--- config.mk ---
export PLATFORM = sky130hd
export DESIGN_NAME = gray_ptr_sync
export DESIGN_NICKNAME = d
export VERILOG_FILES = /design/src/common/fifo_cfg_pkg.sv /design/src/rtl/async_fifo_72/gray_ptr_sync.sv
export SDC_FILE = /design/constraint.sdc
export NUM_CORES = 1
export LEC_CHECK = 0
export BUFFER_PORTS_ARGS = -buffer_cell sky130_fd_sc_hd__buf_2
export CORE_AREA = 4 4 41 43
export CTS_BUF_LIST = sky130_fd_sc_hd__clkbuf_4 sky130_fd_sc_hd__clkbuf_8
export CTS_CLUSTER_DIAMETER = 50
export DETAILED_ROUTE_END_ITERATION = 8
export DIE_AREA = 0 0 45 47
export PLACE_DENSITY = 0.68
export REMOVE_ABC_BUFFERS = 1
export SKIP_CTS_REPAIR_TIMING = 1
export SYNTH_ARGS = -nofsm -noshare
export SYNTH_HDL_FRONTEND = slang
export SYNTH_SLANG_ARGS = --single-unit
--- constraint.sdc ---
create_clock -name clk -period 0.8 [get_ports clk]
set_input_delay 0.04 -clock clk [delete_from_list [all_inputs] [get_ports clk]]
set_output_delay 0.04 -clock clk [all_outputs]
set_load 0.005 [all_outputs]
--- src/common/fifo_cfg_pkg.sv ---
// Depth, address width, pointer width and pointer types for the dual-clock FIFO
package fifo_cfg_pkg;

    //////////////////////////////
    // Storage geometry
    //////////////////////////////

    // Words held by the FIFO in total
    // One 36Kb block RAM at 72 bits wide
    localparam int fifo_depth = 512;

    // Memory address width
    localparam int fifo_addr_w = $clog2(fifo_depth);   // 9 bits for 512 words

    //////////////////////////////
    // Pointers
    //////////////////////////////

    // Pointers carry one extra wrap bit above the address
    // Equal pointers mean empty
    // Wrap bit differs with the rest equal means full
    localparam int fifo_ptr_w = fifo_addr_w + 1;       // 10 bits

    // Shared by binary and Gray pointers on both sides
    typedef logic [fifo_ptr_w-1:0] fifo_ptr_t;

    // Memory address seen by the RAM ports
    typedef logic [fifo_addr_w-1:0] fifo_addr_t;

endpackage : fifo_cfg_pkg

--- src/rtl/async_fifo_72/gray_ptr_sync.sv ---
// Two-flop synchronizer for a Gray-coded FIFO pointer
`timescale 1ns/1ps

module gray_ptr_sync (
    input  logic                    clk,        // Destination domain clock
    input  logic                    rst_n,      // Async reset, active low
    input  fifo_cfg_pkg::fifo_ptr_t ptr_in,     // Gray pointer from source domain
    output fifo_cfg_pkg::fifo_ptr_t ptr_out     // Gray pointer in destination domain
);

    import fifo_cfg_pkg::*;

    // First stage may go metastable
    // Only one bit changes per step so the value is old or new
    fifo_ptr_t ptr_meta;

    always_ff @(posedge clk or negedge rst_n) begin
        if (!rst_n) begin
            ptr_meta <= '0;
            ptr_out  <= '0;
        end else begin
            ptr_meta <= ptr_in;     // Capture stage
            ptr_out  <= ptr_meta;   // Settled stage
        end
    end

endmodule : gray_ptr_sync
==> results.yml <==
pwr:
  leakage_nw: 0.390
  combPwrFrac: 0.057
  p_switching_mw: 0.340
  seqPwrFrac: 0.542
  intPower_mw: 1.64
  powerDensity_nw_per_um2: 2510
  switching_share: 0.172
  power_frac_clock: 0.401
  irDropWorstVdd_uv: 1720
sta:
  setup_viol: 10
  final_hold_viol_count: 0
  fmax_mhz: 1190
  whs_ns: 0.189
  fin_crit_sh: 1.05
  skew_ns: 0.00800
  relSlewSlack: 0.726
  maxSlewViolCount: 0
  postLayoutSetupSlackWorst_ns: -0.0428
  rsz0062_at_grt: "yes"
  tightest_slew_ns: 0.410
  fin_crit_ns: 0.843
place:
  place_ws_ns: 0.284
  io_buffers: 21
  routabilityCongestion: 0.554
  placed_area_sq_um: 624
logic_synthesis:
  avgSynthCellArea_sq_um: 25.0
  synth_area_sq_um: 500
  synthCells: 20
  yosys_warnings: 0
  ys_ff_latch: 20
  synth_cell_types: 1
  seq_area_frac_synth: 1.00
finish:
  final_util: 0.605
  final_common_cell: "buf_2"
  multi_input_comb_area_sq_um: 0
  antenna_cells: 0
  final_cell_mix: "21 x buf_2, 20 x dfrtp_1, 11 x dlygate4sd3_1, 3 x clkbuf_4, 1 x bufinv_16"
  fin_area_sq_um: 787
  drive_gt1_frac: 0.446
  layout.nets: 69
  nMultiInputCombCells: 0
  area_delta_synth_final_pct: 57.3
floorplan:
  die_w_um: 45
  die_area_sq_um: 2120
  fp-row-count: 13
  die_h_um: 47
  io_pins: 22
  initial_utilization: 0.385
  core-area_sq_um: 1300
detailed_routing:
  initialDrtViolationCount: 5
  vias: 280
  wire_per_inst_um: 10.1
  ant_nets: 0
  post_drt_via_cell_ratio: 3.94
  first_pass_iters: 4
  route.detailed.drc: 0
  routed_wl_um: 720
job:
  cap_violations: 0
critical_path:
  critPathArrivalTime_ns: 0.80
  required_ns: 0.76
  cp_cell_sequence: "buf_2"
  max_stage_delay_ns: 0.38
  critical_path_class: "flop to output port"
  crit_path_end_kind: "output port"
  crit_buf_inv: 1
  slowest_stage: "dfrtp_1"
  cp_top_family: "flip-flops"
  crit_path_start_kind: "flop"
  worstPathMaxFanout: 1
grt:
  grt_start_max_net_pins: 21
  antenna_found_initial: 0
  grt_pass1_wl_um: 1080
  overflow: 0
  grt_pass1_vias: 218
  grt.total_usage: 0.0792
clock_network:
  clk_pin_slew_ns: 0.11
  tritoncts: "built"
  cts_num_sinks: 20
  clockRootBuffer: "clkbuf_4"
  clk_latency_ns: 0.30
  clk_path_buf_depth: 2
  htreeDepth: 1
  cts_buffers: 3
outcome:
  violations: "setup timing"
  status: "finished with violations"
hold_path:
  worstHoldPathType: "input port to asynchronous set/reset pin"
[per-stage QoR]
step	std cells	power, mW	TNS (ns)
3_5_place_dp	56	1.17	0
3_3_place_gp	56	1.16	0
5_1_grt	71	2.08	-0.690
2_1_floorplan	20	1.10	0
4_1_cts	60	1.96	-0.385
6_report	71	1.98	-0.239
[logic make-up (layout without fill, tap and decap cells)]
kind of cell	count (synthesis)	count (layout)	synth area share
buf+inv	0	36	0
flops	20	20	1.00
[power by group through the flow]
stage | clock network, mW | logic (mW) | registers (mW)
finish | 0.793 | 0.112 | 1.07
global route | 0.872 | 0.126 | 1.08
CTS | 0.815 | 0.0734 | 1.07
detailed placement | 0 | 0.0733 | 1.09
global placement | 0 | 0.0720 | 1.09
floorplan | 0 | 0 | 1.10
[Yosys cell counts, drive strengths merged]
master / count / area, sq um
dfrtp: 20 / 500
[registers in the layout, indices dropped and copies added (netlist names)]
name / cells
ptr_meta: 10
ptr_out: 10
[per-layer routing]
layer | track usage | share of wire
met1 | 0.0952 | 0.39
met2 | 0.107 | 0.45
met3 | 0.0345 | 0.13
met4 | 0.0702 | 0.024
met5 | 0 | 0
[final timing paths]
kind | slack [ns] | start | cells past startpoint | end
min in group clk | 0.35 | ptr_meta[8] | 0 | ptr_out[8]
setup reg to reg | 0.32 | ptr_meta[5] | 0 | ptr_out[5]
setup / recovery | -0.04 | ptr_out[0] | 1 | ptr_out[0]
hold / removal | 0.19 | rst_n | 2 | ptr_out[1]
hold reg to reg | 0.35 | ptr_meta[8] | 0 | ptr_out[8]
max in group asynchronous | 0.32 | rst_n | 2 | ptr_meta[8]
[layout make-up]
class	count	area, sq um
timing repair buffer	32	215
fill	106	514
clock inverter	1	30.0
tap	15	18.8
clock buffer	3	22.5
sequential	20	500
Note: power is estimated with default switching activity, not from simulation.
