===== src/common/fifo_cfg_pkg.sv =====
// Depth, address width, pointer width and pointer types for the dual-clock FIFO
package fifo_cfg_pkg;

    //////////////////////////////
    // Storage geometry
    //////////////////////////////

    // Words held by the FIFO in total
    // One 36Kb block RAM at 72 bits wide
    localparam int fifo_depth = 512;

    // Memory address width
    localparam int fifo_addr_w = $clog2(fifo_depth);   // 9 bits for 512 words

    //////////////////////////////
    // Pointers
    //////////////////////////////

    // Pointers carry one extra wrap bit above the address
    // Equal pointers mean empty
    // Wrap bit differs with the rest equal means full
    localparam int fifo_ptr_w = fifo_addr_w + 1;       // 10 bits

    // Shared by binary and Gray pointers on both sides
    typedef logic [fifo_ptr_w-1:0] fifo_ptr_t;

    // Memory address seen by the RAM ports
    typedef logic [fifo_addr_w-1:0] fifo_addr_t;

endpackage : fifo_cfg_pkg


===== src/rtl/async_fifo_72/fifo_wr_ctrl.sv =====
// Write-side reset synchronizer, write pointers, memory write strobe and full flag
`timescale 1ns/1ps

module fifo_wr_ctrl (
    input  logic                     wr_clk,
    input  logic                     rst_n,          // Raw async reset
    input  logic                     wr_en,          // User write enable
    input  fifo_cfg_pkg::fifo_ptr_t  rd_gray_sync,   // Read pointer seen in write domain
    output logic                     mem_we,         // RAM write strobe
    output fifo_cfg_pkg::fifo_addr_t wr_addr,        // RAM write slot
    output fifo_cfg_pkg::fifo_ptr_t  wr_gray,        // Gray write pointer to read side
    output logic                     full
);

    import fifo_cfg_pkg::*;

    logic [1:0] wr_rst_sync;    // Reset release chain
    logic       wr_rst_n;       // Reset local to wr_clk
    fifo_ptr_t  wr_bin;         // Binary write pointer
    fifo_ptr_t  wr_bin_next;
    fifo_ptr_t  wr_gray_next;
    fifo_ptr_t  rd_gray_wrap;   // Read pointer one lap behind
    logic       wr_fire;        // Accepted write
    logic       full_next;

    //////////////////////////////
    // Reset synchronizer
    //////////////////////////////

    // Asserts at once and releases on the second wr_clk edge
    always_ff @(posedge wr_clk or negedge rst_n) begin
        if (!rst_n) begin
            wr_rst_sync <= '0;
        end else begin
            wr_rst_sync <= {wr_rst_sync[0], 1'b1};
        end
    end

    assign wr_rst_n = wr_rst_sync[1];

    //////////////////////////////
    // Pointer and full flag
    //////////////////////////////

    assign wr_fire      = wr_en & ~full;                    // Writes while full are dropped
    assign wr_bin_next  = wr_bin + fifo_ptr_t'(wr_fire);
    assign wr_gray_next = wr_bin_next ^ (wr_bin_next >> 1);

    // Full when the writer is one whole lap ahead
    // In Gray code that flips the two top bits
    assign rd_gray_wrap = {~rd_gray_sync[fifo_ptr_w-1 -: 2], rd_gray_sync[fifo_ptr_w-3:0]};
    assign full_next    = (wr_gray_next == rd_gray_wrap);

    always_ff @(posedge wr_clk or negedge wr_rst_n) begin
        if (!wr_rst_n) begin
            wr_bin  <= '0;
            wr_gray <= '0;
            full    <= 1'b0;
        end else begin
            wr_bin  <= wr_bin_next;
            wr_gray <= wr_gray_next;    // Registered so only one bit moves per edge
            full    <= full_next;       // Rises with the write that fills the last slot
        end
    end

    assign mem_we  = wr_fire;
    assign wr_addr = wr_bin[fifo_addr_w-1:0];   // Wrap bit dropped

endmodule : fifo_wr_ctrl


===== config.mk =====
export PLATFORM = sky130hd
export DESIGN_NAME = fifo_wr_ctrl
export DESIGN_NICKNAME = d
export VERILOG_FILES = /design/src/common/fifo_cfg_pkg.sv /design/src/rtl/async_fifo_72/fifo_wr_ctrl.sv
export SDC_FILE = /design/constraint.sdc
export NUM_CORES = 1
export LEC_CHECK = 0
export BUFFER_PORTS_ARGS = -buffer_cell sky130_fd_sc_hd__buf_2
export CORE_MARGIN = 1.5
export CORE_UTILIZATION = 40
export CTS_BUF_LIST = sky130_fd_sc_hd__clkbuf_2 sky130_fd_sc_hd__clkbuf_4 sky130_fd_sc_hd__clkbuf_8
export DETAILED_ROUTE_END_ITERATION = 10
export GPL_TIMING_DRIVEN = 0
export PLACE_DENSITY_LB_ADDON = 0.08
export SKIP_LAST_GASP = 1
export SLEW_MARGIN = 15
export SYNTH_ARGS = -nofsm -noshare
export SYNTH_HDL_FRONTEND = slang
export SYNTH_SLANG_ARGS = --single-unit

===== constraint.sdc =====
create_clock -name wr_clk -period 1 [get_ports wr_clk]
set_clock_uncertainty 0.2 [all_clocks]
set_input_delay 0.2 -clock wr_clk [delete_from_list [all_inputs] [get_ports wr_clk]]
set_output_delay 0.2 -clock wr_clk [all_outputs]
set_load 0.01 [all_outputs]

==> impl.org <==
** Yosys
- Most used flip-flop cell after synthesis :: sky130_fd_sc_hd__dfrtp_1
- Post-synth EDFFs :: 0
- Count of warnings emitted by yosys :: 0
- After technology mapping, the gate count stands at 127.
- Most frequently used cell type in the post-synthesis netlist :: sky130_fd_sc_hd__dfrtp_1
- The netlist uses 43 different library cells.
- Combined area of all synthesized cells :: 1330 sq um
- Total of flip-flops plus latches after synthesis :: 22
- Sequential elements use 41.5% of the synthesized area.
- After synthesis, the share of flip-flops with an asynchronous set or reset is 100%.
- Post-synthesis area per instance :: 10.4 sq um
- After synthesis, the largest area contributor takes up 41.5% of total cell area.
- Of all cell types, the one taking the most synthesized area is sky130_fd_sc_hd__dfrtp_1.
- In the post-synthesis netlist, the biggest area contributors are sky130_fd_sc_hd__dfrtp_1 (42%), sky130_fd_sc_hd__xnor2_1 (7.9%), sky130_fd_sc_hd__xor2_1 (5.3%).
- Number of nets in the synthesized netlist :: 142
- Commonest cells in the synthesized netlist :: sky130_fd_sc_hd__dfrtp_1 (22), sky130_fd_sc_hd__xnor2_1 (12), sky130_fd_sc_hd__nand2_1 (10)

** Routing
- After the first detailed-routing iteration, the DRC count stood at 41.
- Average vias per placed instance :: 5.00
- WL final :: 3140 microns
- Initial DRT Pass Iterations :: 4
- After detailed routing, the number of remaining DRC violations is 0.
- Count of nets left with antenna violations after detail routing :: 0
- In the final routed layout, each cell accounts on average for 13.7 microns.
- For this block, the via count after detailed routing is 1144.

** CTS
- Hold-fix buffers, CTS :: 1
- Clock-pin slew was measured on the worst setup and hold paths at 130 ps.
- The root buffer cell chosen for the clock tree is sky130_fd_sc_hd__clkbuf_4.
- CTS Sinks :: 22
- TritonCTS buffer count :: 3
- The clock reaches the later pin of the worst-skew pair after 320 ps.
- Clock tree buffer depth :: 2
- TritonCTS built the clock tree.
- CTS built an H-tree with a depth of 1.

** Worst hold path
- Worst min path class :: in -> async

** Place
- Half-perimeter wire length after placement :: 2000 microns
- In this run the tool buffered the top-level ports with 33 buffer cells.
- Placement-stage cell area :: 1610 sq um
- OpenSTA, run right after detailed placement, puts the worst setup slack at -1300 ps.
- After detailed placement, the design holds a cell count of 204.
- At the end of routability-driven placement, the weighted congestion stood at 0.828.

** Worst setup path
- Worst endpoint required time :: 1070 ps
- STA classifies the critical path endpoint as a register.
- The largest single stage delay on the critical path is 450 ps.
- Critical path's slowest cell :: sky130_fd_sc_hd__or4_4
- Critical Path Fanout Max :: 4
- Arrival time at the worst endpoint :: 2320 ps
- By startpoint and endpoint, the worst setup path is classified as reg -> reg.
- Walking the worst path, the cells encountered are nor2b_4 -> ha_4 -> ha_4 -> nand2_4 -> or4_4 -> a22oi_2 -> a21boi_2 -> o2111a_1.
- By instance count, the cell type seen most on the critical path is sky130_fd_sc_hd__ha_4.
- The worst setup path is launched from a register.

** Die
- Top-level port count :: 34
- From left edge to right edge, the die measures 60.6 microns.
- Initial Utilization :: 42.7%
- The die covers 3670 sq um.
- The region available for standard cell placement spans 3100 sq um.
- Vertical die dimension :: 60.6 microns
- The floorplan has 20 rows.

** Global routing
- The first global-routing pass estimated 4750 microns of wire.
- Via count of the first global-routing pass :: 1069
- Global route overflow :: 0
- Overall fraction of global-route tracks in use :: 17.6%
- Antenna violations before repair :: 0
- Entering global routing, the biggest net connects 21 pins.

** Status
- The final reports fail on hold timing, setup timing.
- The flow ran to the end, but the final reports show violations.

** STA
- The hold violation total from the final report was 2.
- Final setup violating endpoints :: 41
- For the final routed database, the setup TNS stands at -21740 ps.
- Final period demand of the worst path :: 2250 ps
- Setup slack after layout :: -1250 ps
- Setup repair after global routing could not meet its margin everywhere.
- The max-slew violation count came to 0.
- Final period util :: 225%
- Timing would allow up to 444 MHz.
- WHS :: -17.1 ps

** Finish
- Diodes inserted :: 0
- The post-route netlist has 54.1% of its cells at a drive strength greater than 1.
- From synthesis to final layout, the design area changed by 50.5%.
- Excluding fillers, the count of instances in the completed layout stands at 229.
- Total non-filler cell area in the finished layout :: 2000 sq um
- The final layout contains 201 nets.

** Power
- Largest vdd supply drop :: 1.82 mV
- Dividing total power by cell area gives a power density of 2610 nW/um^2.
- For this design the static power due to leakage is 0.000941 uW.

** Run
- Maxcap violations :: 0
==> area by class of cell <==
type	count	area, sq um
Fill cell	277	1110
Tap cell	44	55.1
Timing Repair Buffer	54	368
Buffer	7	58.8
Clock buffer	4	36.3
Multi-Input combinational cell	94	908
Sequential cell	22	554
Inverter	4	15.0
==> placed cells by master, fill, tap and decap left out, drive strengths merged, types with 4 or more instances in the layout <==
cell	Yosys	layout
clkbuf	1	6
nor2b	5	5
inv	4	4
dfrtp	22	22
o21ai	4	4
nand2	10	10
nand4	4	4
buf	6	58
xor2	10	10
xnor2	12	12
and2	4	4
nand3	4	4
nor2	4	4
a21oi	6	6
==> where the power goes <==
group | internal, uW | total, uW | switching [uW]
clock | 223 | 506 | 283
combinational | 1720 | 3360 | 1640
sequential | 1180 | 1340 | 153
total | 3130 | 5200 | 2080
==> worst paths after layout <==
check | startpoint | end | slack (ps) | cells past startpoint
hold / removal | rst_n | wr_rst_sync[1] | -20 | 2
hold reg to reg | wr_rst_sync[1] | wr_gray[4] | 0 | 0
setup / recovery | full | full | -1250 | 8
min in group wr_clk | wr_en | wr_bin[0] | 120 | 3
max in group asynchronous | wr_rst_sync[1] | wr_bin[1] | 240 | 0
setup reg to reg | full | full | -1250 | 8
==> flip-flops by register name, summed over array words and instances (netlist names) <==
| register | flops |
|---|---|
| wr_bin | 10 |
| wr_gray | 9 |
| wr_rst_sync | 2 |
| full | 1 |
==> worst max-delay path, delay by kind of cell, from the launching register on <==
family / cells / cell delay (ps)
flops: 1 / 440
fa+ha+maj: 2 / 340
compound gates: 3 / 540
simple gates: 3 / 670
==> through the flow <==
step                      total power, uW  utilization, %
final                                5200            64.3
after global routing                 5580            64.3
after CTS                            4770            58.0
after detailed placement             3900            52.0
after global placement               3860            52.0
after floorplan                      3290               -
==> metal layers <==
layer  vias to the layer above  global-route usage, %  wire (microns)
met5                         -                      0               0
met4                         0                   8.39              39
met3                         6                   3.20             186
met2                        40                   29.2            1630
met1                       536                   22.0            1280
li1                        562                      -               -
==> kinds of logic (layout without fill, tap and decap cells) <==
| group | Yosys count | in the layout | synth area share [%] |
|---|---|---|---|
| AOI/OAI and AO/OA | 24 | 24 | 12.7 |
| muxes | 1 | 1 | 0.755 |
| DFF | 22 | 22 | 41.5 |
| and+or+nand+nor | 42 | 42 | 19.2 |
| buffers and inverters | 11 | 69 | 4.62 |
| xor gates and xnor gates | 24 | 24 | 19.1 |
| other | 1 | 1 | 0.283 |
| adders and majority gates | 2 | 2 | 1.89 |
==> repair_timing <==
item                                   in CTS  in global routing
setup endpoints to repair                  61                 41
buffers inserted                            9                 14
gates resized for setup                    18                 22
pin swaps                                   8                 12
endpoints found under the hold margin       2                  2
Power figures use the tool's default switching activity.
