File: src/common/fifo_cfg_pkg.sv
// Depth, address width, pointer width and pointer types for the dual-clock FIFO
package fifo_cfg_pkg;

    //////////////////////////////
    // Storage geometry
    //////////////////////////////

    // Words held by the FIFO in total
    // One 36Kb block RAM at 72 bits wide
    localparam int fifo_depth = 512;

    // Memory address width
    localparam int fifo_addr_w = $clog2(fifo_depth);   // 9 bits for 512 words

    //////////////////////////////
    // Pointers
    //////////////////////////////

    // Pointers carry one extra wrap bit above the address
    // Equal pointers mean empty
    // Wrap bit differs with the rest equal means full
    localparam int fifo_ptr_w = fifo_addr_w + 1;       // 10 bits

    // Shared by binary and Gray pointers on both sides
    typedef logic [fifo_ptr_w-1:0] fifo_ptr_t;

    // Memory address seen by the RAM ports
    typedef logic [fifo_addr_w-1:0] fifo_addr_t;

endpackage : fifo_cfg_pkg

File: src/common/fifo_data_pkg.sv
// Payload width and FIFO word type
package fifo_data_pkg;

    //////////////////////////////
    // Payload
    //////////////////////////////

    // Full width of one FIFO entry
    // Matches the 37 to 72 bit range of a 512 deep block-RAM FIFO
    localparam int fifo_data_w = 72;

    // One stored word
    // Same type on din, in the RAM and on dout
    typedef logic [fifo_data_w-1:0] fifo_word_t;

endpackage : fifo_data_pkg

File: src/rtl/async_fifo_72/fifo_rd_ctrl.sv
// Read-side reset synchronizer, read pointers, empty flag and FWFT output register
`timescale 1ns/1ps

module fifo_rd_ctrl (
    input  logic                      rd_clk,
    input  logic                      rst_n,         // Raw async reset
    input  logic                      rd_en,         // User read enable
    input  fifo_cfg_pkg::fifo_ptr_t   wr_gray_sync,  // Write pointer seen in read domain
    input  fifo_data_pkg::fifo_word_t mem_rdata,     // Combinational RAM data
    output fifo_cfg_pkg::fifo_addr_t  rd_addr,       // RAM read slot
    output fifo_cfg_pkg::fifo_ptr_t   rd_gray,       // Gray read pointer to write side
    output fifo_data_pkg::fifo_word_t dout,          // Oldest word while empty is low
    output logic                      empty
);

    import fifo_cfg_pkg::*;

    logic [1:0] rd_rst_sync;    // Reset release chain
    logic       rd_rst_n;       // Reset local to rd_clk
    fifo_ptr_t  rd_bin;         // Next RAM word to fetch
    fifo_ptr_t  rd_bin_gray;    // Fetch pointer in Gray form
    fifo_ptr_t  rd_pop;         // Words taken by the user
    fifo_ptr_t  rd_pop_next;
    logic       mem_avail;      // RAM holds words not yet fetched
    logic       rd_fire;        // Accepted read
    logic       load;           // Output register takes a new word

    //////////////////////////////
    // Reset synchronizer
    //////////////////////////////

    always_ff @(posedge rd_clk or negedge rst_n) begin
        if (!rst_n) begin
            rd_rst_sync <= '0;
        end else begin
            rd_rst_sync <= {rd_rst_sync[0], 1'b1};   // Release after two rd_clk edges
        end
    end

    assign rd_rst_n = rd_rst_sync[1];

    //////////////////////////////
    // Fetch and pop control
    //////////////////////////////

    // Gray compare is exact since both sides use the same code
    assign rd_bin_gray = rd_bin ^ (rd_bin >> 1);
    assign mem_avail   = (rd_bin_gray != wr_gray_sync);

    assign rd_fire = rd_en & ~empty;                    // Reads while empty are ignored
    assign load    = (empty | rd_fire) & mem_avail;     // Refill an idle or drained register

    // The word held in dout still counts as stored
    // So the write side sees exactly 512 slots
    assign rd_pop_next = rd_pop + fifo_ptr_t'(rd_fire);

    always_ff @(posedge rd_clk or negedge rd_rst_n) begin
        if (!rd_rst_n) begin
            rd_bin  <= '0;
            rd_pop  <= '0;
            rd_gray <= '0;
            empty   <= 1'b1;
        end else begin
            if (load) begin
                rd_bin <= rd_bin + 1'b1;    // Next word goes on the RAM address
            end
            rd_pop  <= rd_pop_next;
            rd_gray <= rd_pop_next ^ (rd_pop_next >> 1);
            if (load) begin
                empty <= 1'b0;              // Fresh word in dout
            end else if (rd_fire) begin
                empty <= 1'b1;              // Last word taken with nothing behind it
            end
        end
    end

    //////////////////////////////
    // Output register
    //////////////////////////////

    // Holds the oldest word while empty is low
    always_ff @(posedge rd_clk) begin
        if (load) begin
            dout <= mem_rdata;
        end
    end

    assign rd_addr = rd_bin[fifo_addr_w-1:0];

endmodule : fifo_rd_ctrl

File: config.mk
export PLATFORM = sky130hd
export DESIGN_NAME = fifo_rd_ctrl
export DESIGN_NICKNAME = d
export VERILOG_FILES = /design/src/common/fifo_cfg_pkg.sv /design/src/common/fifo_data_pkg.sv /design/src/rtl/async_fifo_72/fifo_rd_ctrl.sv
export SDC_FILE = /design/constraint.sdc
export NUM_CORES = 1
export LEC_CHECK = 0
export ABC_AREA = 1
export BUFFER_PORTS_ARGS = -buffer_cell sky130_fd_sc_hd__buf_2
export CAP_MARGIN = 20
export CORE_MARGIN = 5
export CORE_UTILIZATION = 42
export CTS_CLUSTER_DIAMETER = 50
export DETAILED_ROUTE_END_ITERATION = 10
export PLACE_DENSITY_LB_ADDON = 0.05
export SETUP_SLACK_MARGIN = 0.02
export SLEW_MARGIN = 20
export SYNTH_ARGS = -nofsm -noshare
export SYNTH_HDL_FRONTEND = slang
export SYNTH_SLANG_ARGS = --single-unit
File: constraint.sdc
create_clock -name rd_clk -period 1.1 [get_ports rd_clk]
set_clock_uncertainty 0.15 [all_clocks]
set_input_delay 0.11 -clock rd_clk [delete_from_list [all_inputs] [get_ports rd_clk]]
set_output_delay 0.11 -clock rd_clk [all_outputs]
set_load 0.02 [all_outputs]
==> results.yml, run 1 <==
outcome:
  status: "finished with violations"
  failed_checks: "negative setup slack"
worst_setup_path:
  cp_top_family: "simple AND/OR/NAND/NOR gates"
  critPathMostFrequentCell: "nand2_1"
  arrival_ns: 2.06
  slowest_delay_ns: 0.47
  path_depth: 12
  cp_slowest_cell: "dfrtp_2"
  rr_worst_depth: 12
  worst-path-max-fanout: 21
  crit_path_end_kind: "flop"
  cp-start-kind: "flop"
  worst-path-buf-inv: 4
  worstSetupPathType: "reg -> reg"
  path_cells: "ha_4 -> inv_1 -> nand2_1 -> nand2_1 -> nor2_1 -> nand2_1 -> nor2_2 -> nand2_2 -> nand2_4 -> clkinvlp_4 -> buf_12 -> buf_12"
  cp.required_ns: 1.08
timing:
  setup_tns_ns: -97.42
  hold_violations: 0
  finalWorstPathRequiredPeriod_ns: 2.09
  setup_viol: 193
  whs_ns: 0.0183
  setup_slack_ns: -0.986
  rsz0062_at_grt: "yes"
  slew_viol_final: 0
  fmax_ghz: 0.479
  fin_crit_sh_pct: 190
place:
  hpwl_um: 7220
  port_buffers: 176
  globalplace.congestion: 0.860
detailed_routing:
  wl_per_cell_um: 17.7
  num_vias: 3232
  ant_nets: 0
  vias_per_cell: 4.56
  dr.first_iter.drc_count: 106
  drc: 0
  firstDrtPassIters: 4
  wl_um: 12500
cts:
  insertion_delay_ns: 0.37
  clkTransAtPathRegs_ns: 0.10
  h-tree-depth: 3
  cts_buffer_depth: 2
  cts_root_buf: "clkbuf_8"
  cts_buffers: 9
  cts_num_sinks: 104
  tritoncts: "yes"
floorplanning:
  dieHeight_um: 107
  rows: 35
  io_pins: 177
  die_x_um: 107
  initial_core_util_pct: 42.8
  coreArea_um2: 9150
  dieArea_um2: 11400
synth:
  ys_seq_area_share_pct: 75.6
  syn_avg_cell_area_um2: 13.7
  yosysTopAreaCell: "edfxtp_1"
  synth_cell_types: 22
  syn_area_um2: 3920
  postSynthNetCount: 382
  ys_top_cells_by_area: "edfxtp_1, dfrtp_1, nand2_1"
  synth-seq-cells: 104
  synth.top_cell.area_share_pct: 55.2
  postSynthCellCount: 287
  yosysWarnings: 0
global_routing:
  antenna_found_initial: 0
  overflow: 0
  grt_pass1_wl_um: 17400
  globalRouteTotalUtil_pct: 20.0
  grt_max_degree: 42
  grt_pass1_vias: 3322
finish:
  diodes: 0
  drive_gt1_share_pct: 50.1
  syn_to_final_growth_pct: 81.4
  fin_nets: 687
  mostFrequentLayoutCell: "buf_2"
  fillers: 552
  multi_input_area_um2: 1040
  layout_common_cells: "buf_2, buf_6, dlygate4sd3_1, edfxtp_1, nand2_1"
  regArea_um2: 2970
hold_path:
  hold_path.class: "in -> reg"
  min_path_cells: 4
power_and_ir_drop:
  p_leak_nw: 3.27
  powerDensity_nw_per_um2: 1660
  irDropWorstVdd_uv: 1530
run:
  drv_cap: 0
[power breakdown]
| part | switching (mW) | total, mW | internal (mW) | leakage (nW) |
|---|---|---|---|---|
| Combinational | 1.92 | 4.13 | 2.21 | 2.06 |
| Clock | 1.45 | 2.57 | 1.12 | 0.109 |
| Sequential | 0.382 | 5.13 | 4.74 | 1.10 |
[layer usage]
layer / routed length (um) / share of wire (%) / track usage [%] / vias to the layer above
met5: 0 / 0 / 0 / -
met4: 293 / 2.3 / 6.94 / 0
met3: 886 / 7.1 / 6.08 / 27
met2: 6750 / 54 / 36.7 / 130
met1: 4580 / 37 / 21.7 / 1526
li1: - / - / - / 1549
[cell families (layout without fill, tap and decap cells)]
logic type	after synthesis	in the layout	share of synthesized area [%]
flip-flops	104	104	75.6
buffers and inverters	40	350	4.98
other	1	1	0.0957
AO/OA/AOI/OAI	2	2	0.255
AND/OR/NAND/NOR	112	112	11.8
XOR/XNOR	18	18	4.02
adder cells (fa/ha/maj)	10	10	3.19
[layout make-up]
type | instances | area share [%]
repair buffers | 305 | 36.9
inverters | 29 | 1.62
flip-flops and latches | 104 | 41.8
clock buffers | 9 | 1.74
clock inverters | 7 | 1.30
multi-input cells | 143 | 14.7
well taps | 111 | 1.95
[final timing paths]
| kind | start | endpoint | slack (ns) |
|---|---|---|---|
| max | rd_bin[6] | dout[47] | -0.99 |
| min | rd_en | rd_pop[0] | 0.02 |
| max reg2reg | rd_bin[6] | dout[47] | -0.99 |
| min reg2reg | rd_rst_sync[1] | rd_pop[8] | 0.04 |
| max in group asynchronous | rst_n | rd_rst_sync[1] | 0.24 |
| min in group asynchronous | rd_rst_sync[1] | rd_pop[8] | 0.04 |
[repair_timing]
item / 4_1_cts / 5_1_grt
hold buffers: 74 / 0
cloned: 1 / 3
setup endpoints to repair: 194 / 193
setup buffers: 8 / 8
pin swaps: 11 / 8
gates resized for setup: 102 / 90
endpoints found under the hold margin: 74 / 0
[through the flow]
step	worst slack [ns]	total power [mW]	cell area, um2	util [%]	std cells
2_1_floorplan	-1.76	6.97	4040	-	287
3_3_place_gp	-0.930	8.00	5270	57.6	600
3_5_place_dp	-0.940	8.05	5270	57.6	600
4_1_cts	-0.933	11.4	6670	72.8	699
5_1_grt	-1.08	12.5	7110	77.7	708
6_report	-0.986	11.8	7110	77.7	708
[registers in the layout, indices dropped and copies added, names as in the netlist]
signal / flops
rd_pop: 9
rd_gray: 10
rd_bin: 10
empty: 1
rd_rst_sync: 2
dout: 72
[cell usage after synthesis]
cell and n:
nand2_1 70, or2_2 1, dfstp_2 1, xor2_1 9, edfxtp_1 72, and3_1 1
nand2_2 2, xnor2_1 9, buf_6 1, a21oi_1 1, dfrtp_1 31, conb_1 1
ha_1 10, inv_1 28, clkinv_1 1, nand3_1 19, or2_1 1, nand4_1 2
o21ai_0 1, buf_4 10, nor2_2 1, nor2_1 15
[worst min-delay path, stage by stage]
cell and delay [ns]:
buf_2 0.09, inv_1 0.06, nor2_4 0.11, ha_4 0.13
(Power assumes the default switching activity.)
==> run 2, diff against run 1 <==
--- a/config.mk
+++ b/config.mk
@@ -5,11 +5,11 @@
 export SDC_FILE = /design/constraint.sdc
 export NUM_CORES = 1
 export LEC_CHECK = 0
-export ABC_AREA = 1
+export ABC_AREA = 0
 export BUFFER_PORTS_ARGS = -buffer_cell sky130_fd_sc_hd__buf_2
 export CAP_MARGIN = 20
 export CORE_MARGIN = 5
-export CORE_UTILIZATION = 42
+export CORE_UTILIZATION = 41
 export CTS_CLUSTER_DIAMETER = 50
 export DETAILED_ROUTE_END_ITERATION = 10
 export PLACE_DENSITY_LB_ADDON = 0.05
==> run 2 against run 1 <==
The run ends with negative hold slack, negative setup slack left. Worst hold slack worse by 0.040 ns. Synthesized area is 4.9% lower. Maximum frequency down 1.1%.
==> results.yml, run 2 <==
detailed_routing:
  wl_per_cell_um: 19.0
  wl_um: 11600
  drc: 0
  dr.first_iter.drc_count: 74
  ant_nets: 0
  firstDrtPassIters: 4
  num_vias: 2811
  vias_per_cell: 4.59
power_and_ir_drop:
  p_comb_share_pct: 37.8
  intPower_mw: 8.12
  p_sw_mw: 3.80
  sequentialPowerShare_pct: 43.6
  clock_power_share_pct: 18.7
  p_leak_nw: 3.00
  powerDensity_nw_per_um2: 1760
  switching_share_pct: 31.9
  irDropWorstVdd_uv: 1480
global_routing:
  globalRouteTotalUtil_pct: 19.3
  grt_use_met2_pct: 34.3
  overflow: 0
  grt_max_degree: 41
  grt_pass1_vias: 3000
  grt_pass1_wl_um: 16400
  grt_use_met3_pct: 5.81
  antenna_found_initial: 0
  busiest_layer: "met2"
  grt.met1_usage_pct: 22.1
place:
  port_buffers: 176
  globalplace.congestion: 0.809
  hpwl_um: 6950
  dpl.cell_count: 506
finish:
  finalNonFillerCells: 612
  drive_gt1_share_pct: 54.8
  largest_register_ffs: 72
  diodes: 0
  mostFrequentLayoutCell: "buf_2"
  top_register: "dout"
  syn_to_final_growth_pct: 81.7
  fin_nets: 594
  reg.largest.list: "dout: 72 flops, rd_bin: 10 flops, rd_gray: 10 flops"
  layout_common_cells: "buf_2, buf_6, dlygate4sd3_1, edfxtp_1, buf_4"
floorplanning:
  dieHeight_um: 105
  initial_core_util_pct: 42.3
  rows: 34
  die_x_um: 105
  io_pins: 177
  coreArea_um2: 8810
  dieArea_um2: 11100
cts:
  h-tree-depth: 3
  insertion_delay_ns: 0.37
  cts_buffer_depth: 2
  cts_buffers: 9
  cts_num_sinks: 104
  tritoncts: "yes"
  clkTransAtPathRegs_ns: 0.10
  cts_root_buf: "clkbuf_8"
  postCtsHoldBufs: 74
worst_setup_path:
  r2r-start: "rd_bin[5]"
  crit_path_end_kind: "flop"
  arrival_ns: 2.20
  r2r_slack_ns: -1.01
  cp_slowest_cell: "dfrtp_1"
  cp-start-kind: "flop"
  path_cells: "ha_1 -> xnor2_1 -> nand4_1 -> nor3_4 -> buf_6 -> nor4_1 -> xor2_1"
  cp_top_family: "simple AND/OR/NAND/NOR gates"
  slowest_delay_ns: 0.44
  rr_worst_depth: 7
  cp.required_ns: 1.19
  worstSetupPathType: "reg -> reg"
  reg2reg_to: "rd_bin[8]"
  worst-path-max-fanout: 8
  worst-path-buf-inv: 1
timing:
  fmax_ghz: 0.474
  setup_slack_ns: -1.01
  setup_viol: 193
  slew_viol_final: 0
  setup_tns_ns: -100.73
  fin_crit_sh_pct: 192
  finalWorstPathRequiredPeriod_ns: 2.11
  hold_violations: 6
  rsz0062_at_grt: "yes"
  whs_ns: -0.0216
outcome:
  failed_checks: "negative hold slack, negative setup slack"
  status: "finished with violations"
synth:
  ys_seq_area_share_pct: 79.5
  synth.top_cell.area_share_pct: 58.0
  ys_top_cells_by_area: "edfxtp_1, dfrtp_1, xor2_1"
  synth_cell_types: 24
  synth_common_cells: "edfxtp_1, dfrtp_1, xor2_1"
  syn_avg_cell_area_um2: 18.7
  postSynthCellCount: 199
  synthArstFlopShare_pct: 30.8
  postSynthNetCount: 294
  yosysTopAreaCell: "edfxtp_1"
  yosysWarnings: 0
  synth-seq-cells: 104
  yosysMostFrequentCell: "edfxtp_1"
  ys_dominant_reg_cell: "edfxtp_1"
  syn_area_um2: 3730
  synth_edf_count: 72
run:
  drv_cap: 0
hold_path:
  hold_path.class: "reg -> async"
-- run 2: changes by cell type after synthesis, sizes merged, moves of 2 or more --
cell	change
or2	-2
xor2	+9
nor2	-12
xnor2	+8
nor3	+4
nand2	-68
nor4	+2
nand3	-13
nor4b	+3
inv	-22
-- run 2: timing repair --
action	CTS	global route
pin swaps	14	13
buffers inserted	9	10
resized for setup	89	102
endpoints found under the hold margin	80	2
setup endpoints to repair	194	194
-- run 2: area by class of cell --
type                       count  area [um2]
multi-input combinational     79         946
timing repair buffer         299        2520
sequential                   104        2970
fill                         536        2030
clock buffer                   9         124
tap                          108         135
clock inverter                 7        53.8
inverter                       6        22.5
-- run 2: worst max path at each step --
stage / cells past startpoint / start / to
after detailed placement: 6 / rd_bin[4] / dout[10]
final: 7 / rd_bin[5] / rd_bin[8]
after global routing: 7 / rd_bin[5] / rd_bin[8]
after CTS: 6 / rd_bin[1] / dout[55]
after global placement: 6 / rd_bin[4] / dout[10]
after floorplan: 6 / rd_bin[4] / rd_bin[1]
-- run 2: cell families after synthesis --
kind of cell | after synthesis | share of synthesized area [%]
other cells | 1 | 0.101
xor+xnor | 35 | 8.22
mux | 2 | 0.671
fa+ha+maj | 10 | 3.36
flops | 104 | 79.5
buf+inv | 16 | 2.62
simple gates | 31 | 5.51
-- run 2: power by group through the flow --
| stage | logic, mW | registers [mW] | clock network (mW) |
|---|---|---|---|
| after CTS | 4.10 | 5.15 | 2.26 |
| after floorplan | 1.67 | 5.60 | 0 |
| final | 4.50 | 5.19 | 2.23 |
| after global placement | 3.18 | 5.16 | 0 |
| after global routing | 4.82 | 5.26 | 2.44 |
| after detailed placement | 3.18 | 5.18 | 0 |
-- run 2: per-layer routing --
metal / wire, um / share of wire [%]
met1: 4210 / 36
met2: 6240 / 54
met3: 978 / 8.4
met4: 218 / 1.9
met5: 0 / 0
-- run 2: metrics by stage --
step / util, % / hold WS (ns) / total power, mW / worst slack (ns) / area [um2]
detailed placement: 57.3 / -0.254 / 8.36 / -0.987 / 5050
global route: 76.9 / -0.000216 / 12.5 / -1.13 / 6770
finish: 76.9 / -0.0216 / 11.9 / -1.01 / 6770
CTS: 72.3 / -0.0123 / 11.5 / -0.992 / 6360
global placement: 57.3 / -0.255 / 8.34 / -0.962 / 5050
floorplan: - / -0.336 / 7.27 / -1.73 / 3850
==> run 3, diff against run 2 <==
--- a/config.mk
+++ b/config.mk
@@ -9,7 +9,8 @@
 export BUFFER_PORTS_ARGS = -buffer_cell sky130_fd_sc_hd__buf_2
 export CAP_MARGIN = 20
 export CORE_MARGIN = 5
-export CORE_UTILIZATION = 41
+export CORE_UTILIZATION = 43
+export CTS_BUF_LIST = sky130_fd_sc_hd__clkbuf_4
 export CTS_CLUSTER_DIAMETER = 50
 export DETAILED_ROUTE_END_ITERATION = 10
 export PLACE_DENSITY_LB_ADDON = 0.05
==> run 3 against run 2 <==
The run still ends with negative hold slack, negative setup slack left. Clock-buffer cell count stayed put. Flip-flop and latch count stayed put. Register-to-register slack worse by 0.04 ns. Worst hold slack worse by 0.022 ns. Sequential power is 2% higher. Final cell count is 0.65% lower. Total power is 0.68% higher. Non-clock buffer count is 4 lower. Utilization is 0.62 points higher. Clock power is 2% lower. Die area is 4.2% lower. Largest cell class unchanged. Largest power group unchanged.
==> results.yml, run 3 (synthesized netlist as in run 2, its figures left out) <==
detailed_routing:
  wl_um: 10700
  firstDrtPassIters: 4
  ant_nets: 0
  vias_per_cell: 4.58
  num_vias: 2786
  dr.first_iter.drc_count: 85
  wl_per_cell_um: 17.6
  drc: 0
hold_path:
  hold_path.class: "in -> reg"
  worstHoldStart: "rd_en"
  whs_endpoint: "rd_pop[0]"
  min_path_cells: 3
finish:
  largest_register_ffs: 72
  fin_nets: 590
  diodes: 0
  mostFrequentLayoutCell: "buf_2"
  layout_common_cells: "buf_2, dlygate4sd3_1, edfxtp_1, buf_6, buf_4"
  syn_to_final_growth_pct: 78.7
  reg.largest.list: "dout: 72 flops, rd_bin: 10 flops, rd_gray: 10 flops"
  drive_gt1_share_pct: 57.0
  top_register: "dout"
run:
  drv_cap: 0
floorplanning:
  dieArea_um2: 10600
  initial_core_util_pct: 43.4
  dieHeight_um: 103
  coreArea_um2: 8590
  rows: 34
  io_pins: 177
  die_x_um: 103
power_and_ir_drop:
  powerDensity_nw_per_um2: 1800
  p_leak_nw: 2.94
  finalPower_mw: 12.0
  irDropWorstVdd_uv: 1290
worst_setup_path:
  cp.required_ns: 1.29
  rr_worst_depth: 7
  r2r-start: "rd_bin[3]"
  worstSetupPathType: "reg -> reg"
  r2r_slack_ns: -1.05
  cp_slowest_cell: "dfrtp_2"
  cp-start-kind: "flop"
  worst-path-max-fanout: 8
  arrival_ns: 2.34
  slowest_delay_ns: 0.50
  path_cells: "ha_4 -> xnor2_2 -> nand4_1 -> nor3_4 -> nor2_4 -> buf_12 -> mux2_4"
  crit_path_end_kind: "flop"
  reg2reg_to: "rd_bin[1]"
cts:
  cts_num_sinks: 104
  cts_buffer_depth: 2
  clkTransAtPathRegs_ns: 0.17
  cts_root_buf: "clkbuf_4"
  h-tree-depth: 3
  cts_buffers: 9
  insertion_delay_ns: 0.45
  postCtsHoldBufs: 74
  tritoncts: "yes"
global_routing:
  overflow: 0
  grt_pass1_vias: 2916
  antenna_found_initial: 0
  globalRouteTotalUtil_pct: 18.8
  grt_pass1_wl_um: 14600
  grt_max_degree: 30
timing:
  fin_crit_sh_pct: 196
  whs_ns: -0.0436
  slew_viol_final: 0
  hold_violations: 2
  fmax_ghz: 0.465
  finalWorstPathRequiredPeriod_ns: 2.15
  setup_viol: 193
  rsz0062_at_grt: "yes"
  setup_slack_ns: -1.05
outcome:
  status: "finished with violations"
  failed_checks: "negative hold slack, negative setup slack"
place:
  place_ws_ns: -1.01
  port_buffers: 176
  hpwl_um: 6700
  globalplace.congestion: 0.722
==> run 3: changes by cell type in the layout (fill, tap and decap cells not counted), moves of 5 or more <==
cell	delta
buf_2	+34
buf_4	-7
buf_6	-37
clkbuf_4	+9
clkbuf_8	-9
dfrtp_1	-5
dfrtp_2	+5
xnor2_2	+6
==> run 3: what timing repair did <==
item,4_1_cts,5_1_grt
setup endpoints to repair,194,194
gates cloned,0,2
hold endpoints to repair,77,3
gates resized for setup,91,35
pin swaps,19,14
setup buffers,7,6
==> run 3: report_power, final <==
part / leakage [nW] / total, mW / internal, mW / switching [mW]
Sequential: 1.09 / 5.27 / 4.79 / 0.478
Combinational: 1.76 / 4.55 / 2.54 / 2.00
Clock: 0.0913 / 2.18 / 0.782 / 1.40
Total: 2.94 / 12.0 / 8.12 / 3.88
==> run 3: cell type report <==
cell class | count | area, um2
clock buffer | 9 | 67.6
clock inverter | 7 | 108
fill | 526 | 1930
inverter | 6 | 22.5
multi-input combinational | 79 | 1000
sequential | 104 | 2970
tap | 108 | 135
timing repair buffer | 295 | 2350
==> run 3: critical path: cells and delay by family (launching register included) <==
kind | cells | cell delay [ns]
adders and majority gates | 1 | 0.29
buffers and inverters | 1 | 0.15
xor gates and xnor gates | 1 | 0.10
DFF | 1 | 0.50
and+or+nand+nor | 3 | 0.56
muxes | 1 | 0.29
==> run 3: through the flow <==
step	cell area [um2]	setup TNS, ns	util [%]	std cells
final	6660	-111.68	77.5	608
after global routing	6660	-124.71	77.5	608
after CTS	6380	-111.76	74.3	601
after detailed placement	5070	-91.27	59.0	504
after global placement	5070	-87.12	59.0	504
after floorplan	3850	-140.99	-	199
==> run 3: how the worst max path moves through the flow <==
| stage | from | endpoint | slack [ns] | cells after the start |
|---|---|---|---|---|
| floorplan | rd_bin[4] | rd_bin[1] | -1.73 | 6 |
| global placement | rd_bin[6] | rd_bin[8] | -0.96 | 7 |
| detailed placement | rd_bin[6] | rd_bin[7] | -1.01 | 7 |
| CTS | rd_bin[5] | dout[66] | -1.02 | 6 |
| global route | rd_bin[3] | rd_bin[1] | -1.12 | 7 |
| finish | rd_bin[3] | rd_bin[1] | -1.05 | 7 |
==> run 3: routing by layer <==
metal | part of all wire, % | GRT usage, % | wire (um)
met1 | 35 | 21.2 | 3750
met2 | 55 | 34.6 | 5890
met3 | 8.5 | 4.67 | 913
met4 | 1.7 | 5.98 | 179
met5 | 0 | 0 | 0
